$ cat src/common/radio_defs.svh
//====================
// sizes and register map of the radio port
// register addresses are wishbone word addresses
//====================
`ifndef RADIO_DEFS_SVH
`define RADIO_DEFS_SVH

`define RADIO_SAMPLE_W    12    // one I or Q word on the DDR bus
`define RADIO_REG_CTRL    2'd0  // control, read/write
`define RADIO_REG_STATUS  2'd1  // status, read only
`define RADIO_CNT_W       16    // receive pair counter, wraps

`endif

$ cat src/common/radio_sample_pkg.sv
//====================
// sample types of the data path
// I sits above Q, channel 0 above channel 1
//====================
`include "radio_defs.svh"

package radio_sample_pkg;

  // one complex sample
  typedef struct packed {
    logic [`RADIO_SAMPLE_W-1:0] i;
    logic [`RADIO_SAMPLE_W-1:0] q;
  } iq_sample_t;

  // both channels of one bus period
  typedef struct packed {
    iq_sample_t ch0;
    iq_sample_t ch1;
  } chan_pair_t;

endpackage

$ cat src/common/radio_ctrl_pkg.sv
//====================
// control side types
// wishbone classic, 32-bit data, word addressed
//====================
package radio_ctrl_pkg;

  typedef enum logic {
    MODE_SISO = 1'b0,
    MODE_MIMO = 1'b1
  } bus_mode_t;

  // master to slave
  typedef struct packed {
    logic        cyc;
    logic        stb;
    logic        we;
    logic [1:0]  adr;   // word address
    logic [31:0] dat;   // write data
  } wb_req_t;

  // slave to master
  typedef struct packed {
    logic        ack;
    logic [31:0] dat;   // read data, valid with ack
  } wb_rsp_t;

endpackage

$ cat src/verilog/radio_ctrl_regs.sv
//====================
// wishbone classic slave, one cycle to ack
// master must hold cyc/stb until ack
//====================
`timescale 1ns/1ps
`include "radio_defs.svh"

module radio_ctrl_regs
  import radio_ctrl_pkg::*;
(
  input  logic                    radio_clk,
  input  logic                    radio_rst,
  input  wb_req_t                 wb_req_i,
  output wb_rsp_t                 wb_rsp_o,
  input  bus_mode_t               mode_i,
  input  logic                    tx_active_i,
  input  logic [`RADIO_CNT_W-1:0] rx_count_i,
  output logic                    mimo_req_o,
  output logic                    tx_en_o
);

  logic        ack_q;
  logic [1:0]  ctrl_q;    // [1] tx enable, [0] mimo request
  logic [31:0] rd_dat;
  logic [31:0] rd_dat_q;
  logic        req_go;

  // no new access in the cycle right after an ack
  assign req_go = wb_req_i.cyc & wb_req_i.stb & ~ack_q;

  always_comb begin
    rd_dat = '0;
    case (wb_req_i.adr)
      `RADIO_REG_CTRL:   rd_dat = {30'd0, ctrl_q};
      `RADIO_REG_STATUS: rd_dat = {rx_count_i, 14'd0, tx_active_i, mode_i};
      default:           rd_dat = '0;   // unmapped reads as zero
    endcase
  end

  always_ff @(posedge radio_clk or posedge radio_rst) begin
    if (radio_rst) begin
      ack_q  <= 1'b0;
      ctrl_q <= '0;
    end else begin
      ack_q <= req_go;
      if (req_go && wb_req_i.we && wb_req_i.adr == `RADIO_REG_CTRL) begin
        ctrl_q <= wb_req_i.dat[1:0];
      end
    end
  end

  always_ff @(posedge radio_clk) begin
    if (req_go) rd_dat_q <= rd_dat;
  end

  assign wb_rsp_o.ack = ack_q;
  assign wb_rsp_o.dat = rd_dat_q;
  assign mimo_req_o   = ctrl_q[0];
  assign tx_en_o      = ctrl_q[1];

  // master keeps the request up through the ack cycle
  a_ack_in_cycle : assert property (@(posedge radio_clk) disable iff (radio_rst)
    wb_rsp_o.ack |-> (wb_req_i.cyc && wb_req_i.stb));

endmodule

$ cat src/verilog/radio_mode_fsm.sv
//====================
// mode changes only land on a slot 0 cycle
// transmit is quiet for one cycle around a change
//====================
`timescale 1ns/1ps

module radio_mode_fsm
  import radio_ctrl_pkg::*;
(
  input  logic      radio_clk,
  input  logic      radio_rst,
  input  logic      mimo_req_i,
  input  logic      tx_en_i,
  input  logic      slot_phase_i,
  output bus_mode_t mode_o,
  output logic      tx_active_o
);

  typedef enum logic [1:0] {IDLE, RUN_SISO, RUN_MIMO, SWITCH} state_t;

  state_t    state_q, state_d;
  bus_mode_t mode_q;
  bus_mode_t req_mode;
  logic      mode_chg;

  function automatic state_t run_of(bus_mode_t m);
    return (m == MODE_MIMO) ? RUN_MIMO : RUN_SISO;
  endfunction

  assign req_mode = mimo_req_i ? MODE_MIMO : MODE_SISO;
  assign mode_chg = (req_mode != mode_q) && !slot_phase_i;  // frame boundary only

  always_comb begin
    state_d = state_q;
    case (state_q)
      IDLE:               if (tx_en_i) state_d = run_of(mode_chg ? req_mode : mode_q);
      RUN_SISO, RUN_MIMO: if (!tx_en_i) state_d = IDLE;
                          else if (mode_chg) state_d = SWITCH;
      SWITCH:             state_d = tx_en_i ? run_of(mode_q) : IDLE;
      default:            state_d = IDLE;
    endcase
  end

  always_ff @(posedge radio_clk or posedge radio_rst) begin
    if (radio_rst) begin
      state_q <= IDLE;
      mode_q  <= MODE_SISO;
    end else begin
      state_q <= state_d;
      if (mode_chg) mode_q <= req_mode;
    end
  end

  assign mode_o      = mode_q;
  assign tx_active_o = (state_q == RUN_SISO) || (state_q == RUN_MIMO);

  // a change while running always lands in a quiet cycle
  a_quiet_on_change : assert property (@(posedge radio_clk) disable iff (radio_rst)
    ($changed(mode_o) && $past(tx_active_o)) |-> !tx_active_o);

endmodule

$ cat src/verilog/radio_slot_timer.sv
//====================
// slot phase is 0 for channel 0, always 0 in SISO
// pair count wraps silently
//====================
`timescale 1ns/1ps
`include "radio_defs.svh"

module radio_slot_timer
  import radio_ctrl_pkg::*;
(
  input  logic                    radio_clk,
  input  logic                    radio_rst,
  input  bus_mode_t               mode_i,
  input  logic                    rx_stb_i,
  output logic                    slot_phase_o,
  output logic [`RADIO_CNT_W-1:0] rx_count_o
);

  logic                    slot_q;
  logic [`RADIO_CNT_W-1:0] cnt_q;

  always_ff @(posedge radio_clk or posedge radio_rst) begin
    if (radio_rst) begin
      slot_q <= 1'b0;
      cnt_q  <= '0;
    end else begin
      slot_q <= (mode_i == MODE_MIMO) ? ~slot_q : 1'b0;
      if (rx_stb_i) cnt_q <= cnt_q + 1'b1;  // one per delivered pair
    end
  end

  assign slot_phase_o = slot_q;
  assign rx_count_o   = cnt_q;

endmodule

$ cat src/ddr_port/ddr_rx_capture.sv
//====================
// behavioral DDR capture, I on rise, Q on fall
// frame sampled on rise; pair out two rises after its I edge
//====================
`timescale 1ns/1ps
`include "radio_defs.svh"

module ddr_rx_capture
  import radio_sample_pkg::*;
  import radio_ctrl_pkg::*;
(
  input  logic                       radio_clk,
  input  logic                       radio_rst,
  input  bus_mode_t                  mode_i,
  input  logic [`RADIO_SAMPLE_W-1:0] rx_data_i,
  input  logic                       rx_frame_i,
  output chan_pair_t                 rx_pair_o,
  output logic                       rx_stb_o
);

  logic [`RADIO_SAMPLE_W-1:0] i_word_q;  // rise stage
  logic [`RADIO_SAMPLE_W-1:0] q_word_q;  // fall stage
  logic                       frame_q;
  logic                       cap_vld_q;
  iq_sample_t                 join_q;
  logic                       join_frame_q;
  logic                       join_vld_q;
  chan_pair_t                 pair_q;
  logic                       stb_q;

  always_ff @(negedge radio_clk) begin
    q_word_q <= rx_data_i;
  end

  always_ff @(posedge radio_clk) begin
    i_word_q   <= rx_data_i;
    join_q.i   <= i_word_q;
    join_q.q   <= q_word_q;   // Q of the previous I
  end

  // sort by channel
  always_ff @(posedge radio_clk) begin
    if (mode_i == MODE_SISO) begin
      pair_q.ch0 <= join_q;
      pair_q.ch1 <= join_q;
    end else if (join_frame_q) begin
      pair_q.ch0 <= join_q;
    end else begin
      pair_q.ch1 <= join_q;
    end
  end

  always_ff @(posedge radio_clk or posedge radio_rst) begin
    if (radio_rst) begin
      frame_q      <= 1'b0;
      cap_vld_q    <= 1'b0;
      join_frame_q <= 1'b0;
      join_vld_q   <= 1'b0;
      stb_q        <= 1'b0;
    end else begin
      frame_q      <= rx_frame_i;
      cap_vld_q    <= 1'b1;        // first I word is in
      join_frame_q <= frame_q;
      join_vld_q   <= cap_vld_q;
      if (mode_i == MODE_SISO) begin
        stb_q <= join_vld_q;
      end else begin
        stb_q <= join_vld_q & ~join_frame_q;  // strobe once channel 1 lands
      end
    end
  end

  assign rx_pair_o = pair_q;
  assign rx_stb_o  = stb_q;

endmodule

$ cat src/ddr_port/ddr_tx_framer.sv
//====================
// behavioral DDR output with I while clock high and Q while low
// data and frame are zero when nothing was taken
//====================
`timescale 1ns/1ps
`include "radio_defs.svh"

module ddr_tx_framer
  import radio_sample_pkg::*;
  import radio_ctrl_pkg::*;
(
  input  logic                       radio_clk,
  input  logic                       radio_rst,
  input  bus_mode_t                  mode_i,
  input  logic                       tx_active_i,
  input  logic                       slot_phase_i,
  input  chan_pair_t                 tx_pair_i,
  output logic                       tx_stb_o,
  output logic [`RADIO_SAMPLE_W-1:0] tx_data_o,
  output logic                       tx_frame_o
);

  iq_sample_t cur_q;       // sample on the bus this cycle
  iq_sample_t hold_q;      // channel 1 of the last take
  iq_sample_t out_smp;
  logic       out_vld_q;
  logic       hold_vld_q;
  logic       frame_q;
  logic       siso_q;

  assign tx_stb_o = tx_active_i & ((mode_i == MODE_SISO) | ~slot_phase_i);

  always_ff @(posedge radio_clk) begin
    if (tx_stb_o) begin
      cur_q  <= tx_pair_i.ch0;
      hold_q <= tx_pair_i.ch1;
    end else begin
      cur_q  <= hold_q;   // MIMO second cycle
    end
  end

  always_ff @(posedge radio_clk or posedge radio_rst) begin
    if (radio_rst) begin
      out_vld_q  <= 1'b0;
      hold_vld_q <= 1'b0;
      frame_q    <= 1'b0;
      siso_q     <= 1'b1;
    end else begin
      out_vld_q  <= tx_stb_o | hold_vld_q;
      hold_vld_q <= tx_stb_o & (mode_i == MODE_MIMO);
      frame_q    <= tx_stb_o;   // channel 0 cycle
      siso_q     <= (mode_i == MODE_SISO);
    end
  end

  // SISO falls back to channel 1 when channel 0 is all zeros
  assign out_smp = (siso_q && cur_q == '0) ? hold_q : cur_q;

  assign tx_data_o  = !out_vld_q ? '0 : (radio_clk ? out_smp.i : out_smp.q);
  assign tx_frame_o = out_vld_q & frame_q & (radio_clk | ~siso_q);  // I half only in SISO

  // held channel 1 never overwritten by a new take
  a_hold_no_take : assert property (@(posedge radio_clk) disable iff (radio_rst)
    hold_vld_q |-> !tx_stb_o);

endmodule

$ cat src/verilog/radio_if_top.sv
//====================
// single clock radio port, inputs already synchronous
// rx_stb has no back-pressure
//====================
`timescale 1ns/1ps
`include "radio_defs.svh"

module radio_if_top
  import radio_sample_pkg::*;
  import radio_ctrl_pkg::*;
(
  input  logic                       radio_clk,
  input  logic                       radio_rst,
  input  wb_req_t                    wb_req_i,
  output wb_rsp_t                    wb_rsp_o,
  input  logic [`RADIO_SAMPLE_W-1:0] rx_data_i,
  input  logic                       rx_frame_i,
  output chan_pair_t                 rx_pair_o,
  output logic                       rx_stb_o,
  input  chan_pair_t                 tx_pair_i,
  output logic                       tx_stb_o,
  output logic [`RADIO_SAMPLE_W-1:0] tx_data_o,
  output logic                       tx_frame_o
);

  bus_mode_t               mode;
  logic                    mimo_req;
  logic                    tx_en;
  logic                    tx_active;
  logic                    slot_phase;
  logic [`RADIO_CNT_W-1:0] rx_count;

  radio_ctrl_regs radio_ctrl_regs_inst (
    .radio_clk   (radio_clk),
    .radio_rst   (radio_rst),
    .wb_req_i    (wb_req_i),
    .wb_rsp_o    (wb_rsp_o),
    .mode_i      (mode),
    .tx_active_i (tx_active),
    .rx_count_i  (rx_count),
    .mimo_req_o  (mimo_req),
    .tx_en_o     (tx_en)
  );

  radio_mode_fsm radio_mode_fsm_inst (
    .radio_clk    (radio_clk),
    .radio_rst    (radio_rst),
    .mimo_req_i   (mimo_req),
    .tx_en_i      (tx_en),
    .slot_phase_i (slot_phase),
    .mode_o       (mode),
    .tx_active_o  (tx_active)
  );

  radio_slot_timer radio_slot_timer_inst (
    .radio_clk    (radio_clk),
    .radio_rst    (radio_rst),
    .mode_i       (mode),
    .rx_stb_i     (rx_stb_o),
    .slot_phase_o (slot_phase),
    .rx_count_o   (rx_count)
  );

  ddr_rx_capture ddr_rx_capture_inst (
    .radio_clk  (radio_clk),
    .radio_rst  (radio_rst),
    .mode_i     (mode),
    .rx_data_i  (rx_data_i),
    .rx_frame_i (rx_frame_i),
    .rx_pair_o  (rx_pair_o),
    .rx_stb_o   (rx_stb_o)
  );

  ddr_tx_framer ddr_tx_framer_inst (
    .radio_clk    (radio_clk),
    .radio_rst    (radio_rst),
    .mode_i       (mode),
    .tx_active_i  (tx_active),
    .slot_phase_i (slot_phase),
    .tx_pair_i    (tx_pair_i),
    .tx_stb_o     (tx_stb_o),
    .tx_data_o    (tx_data_o),
    .tx_frame_o   (tx_frame_o)
  );

endmodule

$ cat config.mk
export PLATFORM = sky130hd
export DESIGN_NAME = radio_if_top
export DESIGN_NICKNAME = d
export VERILOG_FILES = /design/src/common/radio_sample_pkg.sv /design/src/common/radio_ctrl_pkg.sv /design/src/verilog/radio_ctrl_regs.sv /design/src/verilog/radio_mode_fsm.sv /design/src/verilog/radio_slot_timer.sv /design/src/ddr_port/ddr_rx_capture.sv /design/src/ddr_port/ddr_tx_framer.sv /design/src/verilog/radio_if_top.sv
export VERILOG_INCLUDE_DIRS = /design/src /design/src/common
export SDC_FILE = /design/constraint.sdc
export NUM_CORES = 1
export LEC_CHECK = 0
export BUFFER_PORTS_ARGS = -buffer_cell sky130_fd_sc_hd__buf_2
export CORE_ASPECT_RATIO = 0.75
export CORE_MARGIN = 1.5
export CORE_UTILIZATION = 55
export CTS_CLUSTER_DIAMETER = 50
export DETAILED_ROUTE_END_ITERATION = 12
export PLACE_DENSITY = 0.84
export RECOVER_POWER = 50
export SETUP_SLACK_MARGIN = 0.05
export SLEW_MARGIN = 20
export SYNTH_ARGS = -nofsm -noshare
export SYNTH_HDL_FRONTEND = slang
export SYNTH_SLANG_ARGS = --single-unit
$ cat constraint.sdc
create_clock -name radio_clk -period 3.85 [get_ports radio_clk]
set_clock_uncertainty 0.15 [all_clocks]
set_input_delay 0 -clock radio_clk [delete_from_list [all_inputs] [get_ports radio_clk]]
set_output_delay 0 -clock radio_clk [all_outputs]
set_load 0.02 [all_outputs]
==> results.md, run 1 <==
- Pleak: 0.00380 uW
- Synth area leaders: edfxtp_1 (41%), dfxtp_1 (22%), dfrtp_1 (12%)
- Dpl hpwl: 7910 um
- Min Clock Period, post-route: 3.18 ns
- Cell variety after synth: 42
- RSZ-0062 raised after global routing: no
- Layout cell share with drive strength beyond 1: 0.255
- Final Max Slew Viols: 33
- Cell Rows: 34
- Vias in the first global route: 4449
- Synth Instances: 402
- PD cells: 812 nW/um2
- Yosys reg bits: 194
- Top_reg_cell synth: edfxtp_1
- Sequential share of power: 0.416
- Crit path largest cell delay: 0.72 ns
- Starting DRT DRC Count: 218
- Drt pass-1 iters: 4
- Initial antenna violation count: 0
- Post-route antenna net violation count: 0
- R2r endpoint: radio_ctrl_regs_inst.ctrl_q[1]
- Routed Wire Length: 13800 um
- CP max FO: 11
- Max IR drop VDD: 0.492 mV
- Status: finished, violations left
- Die Height: 97.6 um
- Area Overhead vs Synth: 38.3%
- Cell taking the most area after synthesis: edfxtp_1
- Sequential cell area fraction in the yosys report: 0.753
- Cell Chain, Critical Path: nor4b_2, and4_1, nand4_1, o21ai_0, buf_2
- Vias/cell: 4.92
- Worst Path Arrival: 3.03 ns
- Syn avg cell area: 16.3 um2
- Port Buffers: 151
- Net Sw Frac: 0.331
- Setup TNS: 0 ns
- Beginning of the worst hold path: tx_pair_i[18]
- Drt wl/cell: 16.2 um
- Internal: 4930 uW
- Final worst setup slack: 0.666 ns
- Period utilization: 0.827
- Pin count of the biggest net entering global routing: 53
- Congestion Overflow GR: 0
- Max-Cap Viols: 1
- Final setup viols: 0
- Crit Path Class: reg -> out
- Violated checks: capacitance limit, slew limit
- Worst Hold End: ddr_tx_framer_inst.hold_q[18]
- Combinational power share: 0.152
- Max Clk Rate: 0.314 GHz
- Top-area cell type share of the netlist area: 0.412
- Placer Congestion: 0.788
- Slew @ Worst Pin: 1.71 ns
- CTS tree: done
- Yosys warnings: 0
- Asr flop ratio synth: 0.165
- Mapped Area: 6570 um2
- Global-route wire length before repair: 21000 um
- Post-CTS setup buffers: 0
- Psw: 2440 uW
- Nature of the critical path startpoint: register
- Final Hold Fails: 0
- Antenna Cells: 0
- Post-synth EDFFs: 90
- Die Span X: 129 um
- Worst slew margin: -0.141
- CP endpoint kind: output port
- Total number of vias: 4176
- Reg-to-reg startpoint: radio_ctrl_regs_inst.ack_q
- Core Area: 11600 um2
- Hold Crit Class: in -> reg
- Worst skew pair latency: 0.58 ns
- Num ports: 196
- Power share of the clock group: 0.433
- Setup WS pre-CTS: 1.17 ns
- Final nets: 775
- Reg clk slew, reported paths: 0.07 ns
- DR DRC count: 0
- Hold path cells: 2
- Worst R2R Setup Slack: 1.09 ns
- Die Footprint: 12600 um2
- Worst Path Required: 3.70 ns
- Initial Utilization: 0.565
- GRT Total Usage: 0.225
- Slowest cell on crit path: nand4_1
- R2R cell count: 5
-- power by group through the flow --
stage	logic, uW	registers, uW	clock network (uW)
finish	1120	3070	3190
floorplan	722	3100	666
global route	1210	3120	3370
detailed placement	1060	3100	636
CTS	1150	3060	3220
global placement	1020	3060	636
-- metal layers --
metal / track usage / part of all wire / vias to the layer above
li1: - / - / 1950
met1: 0.252 / 0.40 / 1983
met2: 0.368 / 0.51 / 203
met3: 0.0760 / 0.062 / 40
met4: 0.143 / 0.026 / 0
met5: 0 / 0 / -
-- cell usage in the layout (no fill, tap or decap), types with 3 or more instances in the layout --
master / netlist / final
dfrtp_1: 31 / 31
inv_1: 8 / 21
dfxtp_1: 72 / 72
inv_12: 0 / 3
clkinv_8: 0 / 6
edfxtp_1: 90 / 90
xor2_1: 4 / 4
nand2_1: 24 / 24
nand3_1: 5 / 5
clkbuf_1: 1 / 78
mux2_1: 2 / 3
mux2i_1: 14 / 14
ha_1: 4 / 4
nor4_1: 5 / 5
conb_1: 2 / 15
nand4_1: 3 / 4
and2_1: 18 / 16
xnor2_1: 12 / 12
o21ai_0: 4 / 4
mux2_2: 38 / 37
a21oi_1: 4 / 4
o21ai_2: 10 / 10
clkbuf_16: 0 / 27
nor2_1: 9 / 9
buf_2: 3 / 74
dlygate4sd3_1: 0 / 84
-- stage by stage --
step           hold WS (ns)  instance area, um2  cells  power [uW]   util
6_report             0.0262                9080    848        7370  0.782
3_3_place_gp        -0.0427                7420    707        4710  0.639
3_5_place_dp        -0.0429                7420    707        4790  0.639
4_1_cts            0.000980                9200    848        7430  0.792
5_1_grt              0.0252                9080    848        7700  0.782
2_1_floorplan        -0.122                6610    415        4490      -
-- critical path: cells and delay by family, from the launching register on --
family	cells	cell delay, ns
buffers and inverters	1	0.24
and+or+nand+nor	3	1.26
DFF	1	0.55
AOI/OAI and AO/OA	1	0.46
-- cells by family after synthesis --
family                     count (synthesis)  synth area share
AOI/OAI and AO/OA                         23            0.0265
xor gates and xnor gates                  16            0.0213
adders and majority gates                  4           0.00762
buffers and inverters                     32            0.0314
DFF                                      194             0.753
muxes                                     54            0.0900
other                                      2           0.00114
and+or+nand+nor                           77            0.0686
-- flip-flops by register name, indices dropped and copies added (netlist names), 2 cells and up --
name                              count
ddr_rx_capture_inst.i_word_q         12
ddr_rx_capture_inst.join_q           24
ddr_rx_capture_inst.q_word_q         12
ddr_rx_capture_inst.rx_pair_o        48
ddr_tx_framer_inst.cur_q             24
ddr_tx_framer_inst.hold_q            24
radio_ctrl_regs_inst.ctrl_q           2
radio_ctrl_regs_inst.rd_dat_q        18
radio_mode_fsm_inst.state_q           2
radio_slot_timer_inst.rx_count_o     16
-- worst max path at each step --
stage                                       from             to  cells past startpoint
floorplan                              radio_clk   tx_data_o[0]                      5
global placement                       radio_clk   tx_data_o[0]                      4
detailed placement                     radio_clk   tx_data_o[0]                      4
CTS                                    radio_clk  tx_data_o[11]                      7
global route        ddr_tx_framer_inst.cur_q[19]  tx_data_o[11]                      5
finish                 ddr_tx_framer_inst.siso_q  tx_data_o[11]                      5
-- timing repair --
action | 4_1_cts | 5_1_grt
endpoints found under the hold margin | 128 | 0
hold buffers | 84 | 0
resized for setup | 0 | 0
-- synthesized netlist by cell type, types with 2 or more instances --
master and instances:
xnor2_1 12, o21ai_0 4, mux2i_1 14, conb_1 2, buf_2 3, and4_1 2, xor2_1 4, edfxtp_1 90
nor4_1 5, dfxtp_1 72, mux2_1 2, dfrtp_1 31, buf_4 16, ha_1 4, a21oi_1 4, nand4_1 3
inv_1 8, nand3_1 5, o21ai_2 10, mux2_2 38, buf_6 3, nor2_1 9, nor2b_1 2, nand2_1 24
and2_1 18
-- area by class of cell --
class | count | area [um2]
clock buffers | 41 | 746
clock inverters | 30 | 259
fillers | 698 | 2530
inverters | 7 | 26.3
multi-input cells | 189 | 1450
flip-flops and latches | 194 | 4950
well taps | 162 | 203
repair buffers | 225 | 1450
Note: power is estimated with default switching activity, not from simulation.
==> inputs of run 2 (changes only) <==
--- a/config.mk
+++ b/config.mk
@@ -9,10 +9,10 @@
 export BUFFER_PORTS_ARGS = -buffer_cell sky130_fd_sc_hd__buf_2
 export CORE_ASPECT_RATIO = 0.75
 export CORE_MARGIN = 1.5
-export CORE_UTILIZATION = 55
+export CORE_UTILIZATION = 51
 export CTS_CLUSTER_DIAMETER = 50
 export DETAILED_ROUTE_END_ITERATION = 12
-export PLACE_DENSITY = 0.84
+export PLACE_DENSITY = 0.79
 export RECOVER_POWER = 50
 export SETUP_SLACK_MARGIN = 0.05
 export SLEW_MARGIN = 20
==> constraint.sdc (replaced) <==
create_clock -name radio_clk -period 3.15 [get_ports radio_clk]
set_clock_uncertainty 0.15 [all_clocks]
set_input_delay 0 -clock radio_clk [delete_from_list [all_inputs] [get_ports radio_clk]]
set_output_delay 0 -clock radio_clk [all_outputs]
set_load 0.02 [all_outputs]
==> results.md, run 2 (synthesis gave the netlist of run 1 again) <==
- Status: finished, violations left (unchanged)
- Violated checks: capacitance limit, slew limit (unchanged)
- Design Power: 9120 uW (was 7370 uW)
- Hold Crit Class: in -> reg (unchanged)
- Cts hold-fix bufs: 86 (was 84)
- Antenna Cells: 0 (unchanged)
- Beginning of the worst hold path: tx_pair_i[22] (was tx_pair_i[18])
- Initial antenna violation count: 0 (unchanged)
- Worst Hold End: ddr_tx_framer_inst.hold_q[22] (was ddr_tx_framer_inst.hold_q[18])
- Port Buffers: 151 (unchanged)
- Die Footprint: 13600 um2 (was 12600 um2)
- R2r endpoint: radio_ctrl_regs_inst.ctrl_q[0] (was radio_ctrl_regs_inst.ctrl_q[1])
- Most frequent cells in the layout: edfxtp_1 (90), dlygate4sd3_1 (87), clkbuf_1 (79) (was edfxtp_1 (90), dlygate4sd3_1 (84), clkbuf_1 (78))
- Max-Cap Viols: 1 (unchanged)
- Slew @ Worst Pin: 1.76 ns (was 1.71 ns)
- Cell Rows: 35 (was 34)
- CTS tree: done (unchanged)
- Post-route antenna net violation count: 0 (unchanged)
- Reg-to-reg startpoint: radio_ctrl_regs_inst.ack_q (unchanged)
- Die Span X: 134 um (was 129 um)
- Area Overhead vs Synth: 39.6% (was 38.3%)
- DR DRC count: 0 (unchanged)
- GRT Total Usage: 0.211 (was 0.225)
- Pin count of the biggest net entering global routing: 53 (unchanged)
- Cell mode on critical path: clkbuf_16
- Routed Wire Length: 13900 um (was 13800 um)
- Core Area: 12400 um2 (was 11600 um2)
- Congestion Overflow GR: 0 (unchanged)
- PD cells: 995 nW/um2 (was 812 nW/um2)
- Final Max Slew Viols: 33 (unchanged)
- Most common cell after layout, fill and taps aside: edfxtp_1 (unchanged)
- Post-CTS setup buffers: 0 (unchanged)
- RSZ-0062 raised after global routing: no (unchanged)
- Worst path bufs/invs: 5 (was 1)
- Final worst setup slack: 0.354 ns (was 0.666 ns)
- Setup TNS: 0 ns (unchanged)
- Slowest cell on crit path: clkbuf_16 (was nand4_1)
- Global-route wire length before repair: 21100 um (was 21000 um)
- Final Hold Fails: 0 (unchanged)
- Drt wl/cell: 16.1 um (was 16.2 um)
- CP endpoint kind: output port (unchanged)
- Largest register FFs: 48 (unchanged)
- Dpl hpwl: 8350 um (was 7910 um)
- Total number of vias: 4143 (was 4176)
- CP max FO: 16 (was 11)
- Pleak: 0.00384 uW (was 0.00380 uW)
- Final setup viols: 0 (unchanged)
- Worst R2R Setup Slack: 0.80 ns (was 1.09 ns)
- Die Height: 101 um (was 97.6 um)
- Vias in the first global route: 4486 (was 4449)
- Placer Congestion: 0.770 (was 0.788)
- Worst Path Required: 3.00 ns (was 3.70 ns)
- Initial Utilization: 0.528 (was 0.565)
- Setup WS pre-CTS: 0.822 ns (was 1.17 ns)
- Max IR drop VDD: 0.503 mV (was 0.492 mV)
- Nature of the critical path startpoint: clock port (was register)
- CP delay by family, top: buffers and inverters (was simple AND/OR/NAND/NOR gates)
- Num ports: 196 (unchanged)
- Reg clk slew, reported paths: 0.07 ns (about the same)
- Drt pass-1 iters: 7 (was 4)
- Crit path largest cell delay: 0.20 ns (was 0.72 ns)
- Worst slew margin: -0.172 (was -0.141)
- Worst Path Arrival: 2.65 ns (was 3.03 ns)
- Worst skew pair latency: 0.58 ns (about the same)
- CTS resizes: 0 (unchanged)
- Final nets: 782 (was 775)
- Cell Chain, Critical Path: clkbuf_16, clkbuf_16, clkbuf_16, inv_1, o311ai_0, a21oi_1, buf_2 (was nor4b_2, and4_1, nand4_1, o21ai_0, buf_2)
- Vias/cell: 4.81 (was 4.92)
- Starting DRT DRC Count: 239 (was 218)
- Layout cell share with drive strength beyond 1: 0.255 (about the same)
- R2R cell count: 4 (was 5)
- Crit Path Class: clk -> out (was reg -> out)
- Hold path cells: 2 (unchanged)
[run 2: cell types whose count changed in the layout (fill, tap and decap cells not counted), moves of 2 or more]
| cell | previous run | this run |
|---|---|---|
| buf_4 | 1 | 6 |
| dlygate4sd3_1 | 84 | 87 |
| inv_12 | 3 | 6 |
| clkinv_8 | 6 | 4 |
[run 2: metal layers]
layer | vias up | track usage | routed length (um)
li1 | 1962 | - | -
met1 | 1970 | 0.235 | 5620
met2 | 174 | 0.335 | 7010
met3 | 37 | 0.0876 | 915
met4 | 0 | 0.151 | 355
met5 | - | 0 | 0
[run 2: power by group]
group | switching, uW | internal [uW] | total [uW]
registers | 407 | 3340 | 3750
logic | 783 | 601 | 1380
clock network | 1860 | 2130 | 3990
[run 2: how the worst max path moves through the flow]
| stage | from | to | cells past startpoint |
|---|---|---|---|
| floorplan | radio_clk | tx_data_o[0] | 5 |
| global placement | radio_clk | tx_data_o[0] | 4 |
| detailed placement | radio_clk | tx_data_o[0] | 4 |
| CTS | radio_clk | tx_data_o[0] | 7 |
| global route | radio_clk | tx_data_o[0] | 7 |
| finish | radio_clk | tx_data_o[0] | 7 |
[run 2: through the flow]
| step | cell area, um2 | instances | hold slack [ns] | util |
|---|---|---|---|---|
| 3_5_place_dp | 7450 | 715 | -0.0418 | 0.599 |
| 5_1_grt | 9170 | 861 | 0.00196 | 0.737 |
| 2_1_floorplan | 6610 | 415 | -0.122 | - |
| 3_3_place_gp | 7450 | 715 | -0.0394 | 0.599 |
| 6_report | 9170 | 861 | 0.0254 | 0.737 |
| 4_1_cts | 9280 | 860 | 0.00521 | 0.746 |
[run 2: cell type report]
cell class	count	area (um2)
Sequential cell	194	4950
Fill cell	835	3270
Timing Repair Buffer	232	1510
Multi-Input combinational cell	189	1440
Clock buffer	42	749
Clock inverter	31	280
Tap cell	166	208
Inverter	7	26.3
[run 2: worst register-to-register path: stages, from the launching register on]
cell and delay, ns:
dfrtp_1 0.41, nor2_1 0.55, nand3_1 0.25, mux2_2 0.32
dlygate4sd3_1 0.56
==> inputs of run 3 (changes only) <==
--- a/config.mk
+++ b/config.mk
@@ -8,7 +8,7 @@
 export LEC_CHECK = 0
 export BUFFER_PORTS_ARGS = -buffer_cell sky130_fd_sc_hd__buf_2
 export CORE_ASPECT_RATIO = 0.75
-export CORE_MARGIN = 1.5
+export CORE_MARGIN = 4
 export CORE_UTILIZATION = 51
 export CTS_CLUSTER_DIAMETER = 50
 export DETAILED_ROUTE_END_ITERATION = 12
==> results.md, run 3 (synthesis gave the netlist of run 1 again) <==
- Core Area: 12400 um2 (unchanged)
- Area Overhead vs Synth: 38.7% (was 39.6%)
- Cell mode on critical path: clkbuf_16 (unchanged)
- Worst Path Required: 3.00 ns (about the same)
- Crit Path Class: clk -> out (unchanged)
- Final Max Slew Viols: 33 (unchanged)
- Hold Crit Class: in -> reg (unchanged)
- Psw: 2920 uW (was 3050 uW)
- WP depth: 7 (unchanged)
- Die Span X: 139 um (was 134 um)
- Combinational power share: 0.153 (was 0.152)
- Post-CTS setup buffers: 0 (unchanged)
- Hold path cells: 2 (unchanged)
- WHS: 0.0165 ns (was 0.0254 ns)
- PD cells: 983 nW/um2 (was 995 nW/um2)
- Slew @ Worst Pin: 1.69 ns (was 1.76 ns)
- DR DRC count: 0 (unchanged)
- Layout cell share with drive strength beyond 1: 0.249 (was 0.255)
- Worst R2R Setup Slack: 0.87 ns (was 0.80 ns)
- Total number of vias: 4108 (was 4143)
- Worst skew pair latency: 0.59 ns (was 0.58 ns)
- Port Buffers: 151 (unchanged)
- Violated checks: capacitance limit, slew limit (unchanged)
- CP delay by family, top: buffers and inverters (unchanged)
- Worst Path Arrival: 2.62 ns (was 2.65 ns)
- Crit path largest cell delay: 0.27 ns (was 0.20 ns)
- Worst path bufs/invs: 4 (was 5)
- CTS tree: done (unchanged)
- Setup TNS: 0 ns (unchanged)
- Drt pass-1 iters: 4 (was 7)
- Register Area: 4950 um2 (unchanged)
- Congestion Overflow GR: 0 (unchanged)
- Initial Utilization: 0.528 (unchanged)
- Reg clk slew, reported paths: 0.07 ns (about the same)
- Slowest cell on crit path: mux2_2 (was clkbuf_16)
- Most frequent cells in the layout: edfxtp_1 (90), dlygate4sd3_1 (85), clkbuf_1 (83) (was edfxtp_1 (90), dlygate4sd3_1 (87), clkbuf_1 (79))
- Most common cell after layout, fill and taps aside: edfxtp_1 (unchanged)
- Post-route antenna net violation count: 0 (unchanged)
- Vias/cell: 4.79 (was 4.81)
- Max-Cap Viols: 1 (unchanged)
- Finished Cell Area: 9110 um2 (was 9170 um2)
- Internal: 6040 uW (was 6080 uW)
- Die Height: 106 um (was 101 um)
- Dpl hpwl: 8250 um (was 8350 um)
- Worst slew margin: -0.128 (was -0.172)
- Pleak: 0.00381 uW (was 0.00384 uW)
- Antenna Cells: 0 (unchanged)
- Max IR drop VDD: 0.504 mV (was 0.503 mV)
- R2R cell count: 5 (was 4)
- Power share of the clock group: 0.432 (was 0.437)
- Routed Wire Length: 13800 um (was 13900 um)
- Final Hold Fails: 0 (unchanged)
- Placed Area: 7450 um2 (about the same)
- Cell Rows: 35 (unchanged)
- Final nets: 779 (was 782)
- Global-route wire length before repair: 22300 um (was 21100 um)
- Cell Chain, Critical Path: clkbuf_16, clkbuf_16, clkbuf_16, mux2_2, nand2_1, o21ai_2, buf_2 (was clkbuf_16, clkbuf_16, clkbuf_16, inv_1, o311ai_0, a21oi_1, buf_2)
- Sequential share of power: 0.415 (was 0.411)
- Filler Cell Count: 849 (was 835)
- Starting DRT DRC Count: 182 (was 239)
- Initial antenna violation count: 0 (unchanged)
- CP endpoint kind: output port (unchanged)
- Drt wl/cell: 16.1 um (about the same)
- GRT Total Usage: 0.197 (was 0.211)
- Footprint of the multi-input gates: 1440 um2 (unchanged)
- Status: finished, violations left (unchanged)
- Vias in the first global route: 4726 (was 4486)
- Pin count of the biggest net entering global routing: 53 (unchanged)
- Die Footprint: 14800 um2 (was 13600 um2)
- Design Power: 8950 uW (was 9120 uW)
- Nature of the critical path startpoint: clock port (unchanged)
- Placer Congestion: 0.782 (was 0.770)
- Num ports: 196 (unchanged)
- RSZ-0062 raised after global routing: no (unchanged)
- Final setup viols: 0 (unchanged)
- Net Sw Frac: 0.326 (was 0.334)
- Largest register FFs: 48 (unchanged)
- CP max FO: 5 (was 16)
==> run 3: cell count changes in the layout (fill, tap and decap cells not counted), sizes merged <==
| cell | change |
|---|---|
| buf | -6 |
| clkbuf | +5 |
| clkinv | +3 |
| dlygate4sd3 | -2 |
| inv | -3 |
==> run 3: per-layer routing <==
metal / track usage / up-vias / routed length, um / part of all wire
met4: 0.140 / 0 / 487 / 0.035
met2: 0.318 / 182 / 6990 / 0.51
met5: 0 / - / 0 / 0
met3: 0.0863 / 45 / 960 / 0.070
met1: 0.206 / 1926 / 5330 / 0.39
li1: - / 1955 / - / -
==> run 3: worst register-to-register path: cells and delay by family, from the launching register on <==
kind | cells | cell delay (ns)
compound gates | 1 | 0.19
fa+ha+maj | 1 | 0.38
buf+inv | 2 | 0.60
flops | 1 | 0.38
mux | 1 | 0.47
==> run 3: final timing paths <==
| check | start | endpoint |
|---|---|---|
| max | radio_clk | tx_data_o[3] |
| min | tx_pair_i[20] | ddr_tx_framer_inst.hold_q[20] |
| max reg2reg | radio_mode_fsm_inst.state_q[0] | ddr_tx_framer_inst.cur_q[3] |
| min reg2reg | ddr_rx_capture_inst.i_word_q[10] | ddr_rx_capture_inst.join_q[22] |
| max in group asynchronous | radio_rst | radio_mode_fsm_inst.state_q[1] |
| min in group asynchronous | radio_rst | ddr_rx_capture_inst.frame_q |
==> run 3: through the flow <==
step / std cells / worst slack, ns / utilization
CTS: 858 / 0.339 / 0.742
detailed placement: 714 / 0.824 / 0.599
floorplan: 415 / 0.402 / -
finish: 858 / 0.380 / 0.732
global route: 858 / 0.309 / 0.732
global placement: 714 / 0.824 / 0.599
==> run 3: cell type report <==
cell class | instances | area share
Multi-Input combinational cell | 189 | 0.158
Sequential cell | 194 | 0.543
Inverter | 7 | 0.00289
Clock inverter | 31 | 0.0279
Timing Repair Buffer | 229 | 0.163
Tap cell | 166 | 0.0228
Clock buffer | 42 | 0.0823
==> run 3: power by group through the flow <==
stage / logic, uW / registers (uW) / clock network, uW
2_1_floorplan: 883 / 3790 / 814
3_3_place_gp: 1260 / 3730 / 778
3_5_place_dp: 1310 / 3770 / 777
4_1_cts: 1410 / 3720 / 3940
5_1_grt: 1490 / 3790 / 4170
6_report: 1370 / 3720 / 3870
==> run 3: timing repair <==
action,in CTS,in global routing
gates resized for setup,0,0
hold buffers,85,0
endpoints found under the hold margin,132,0
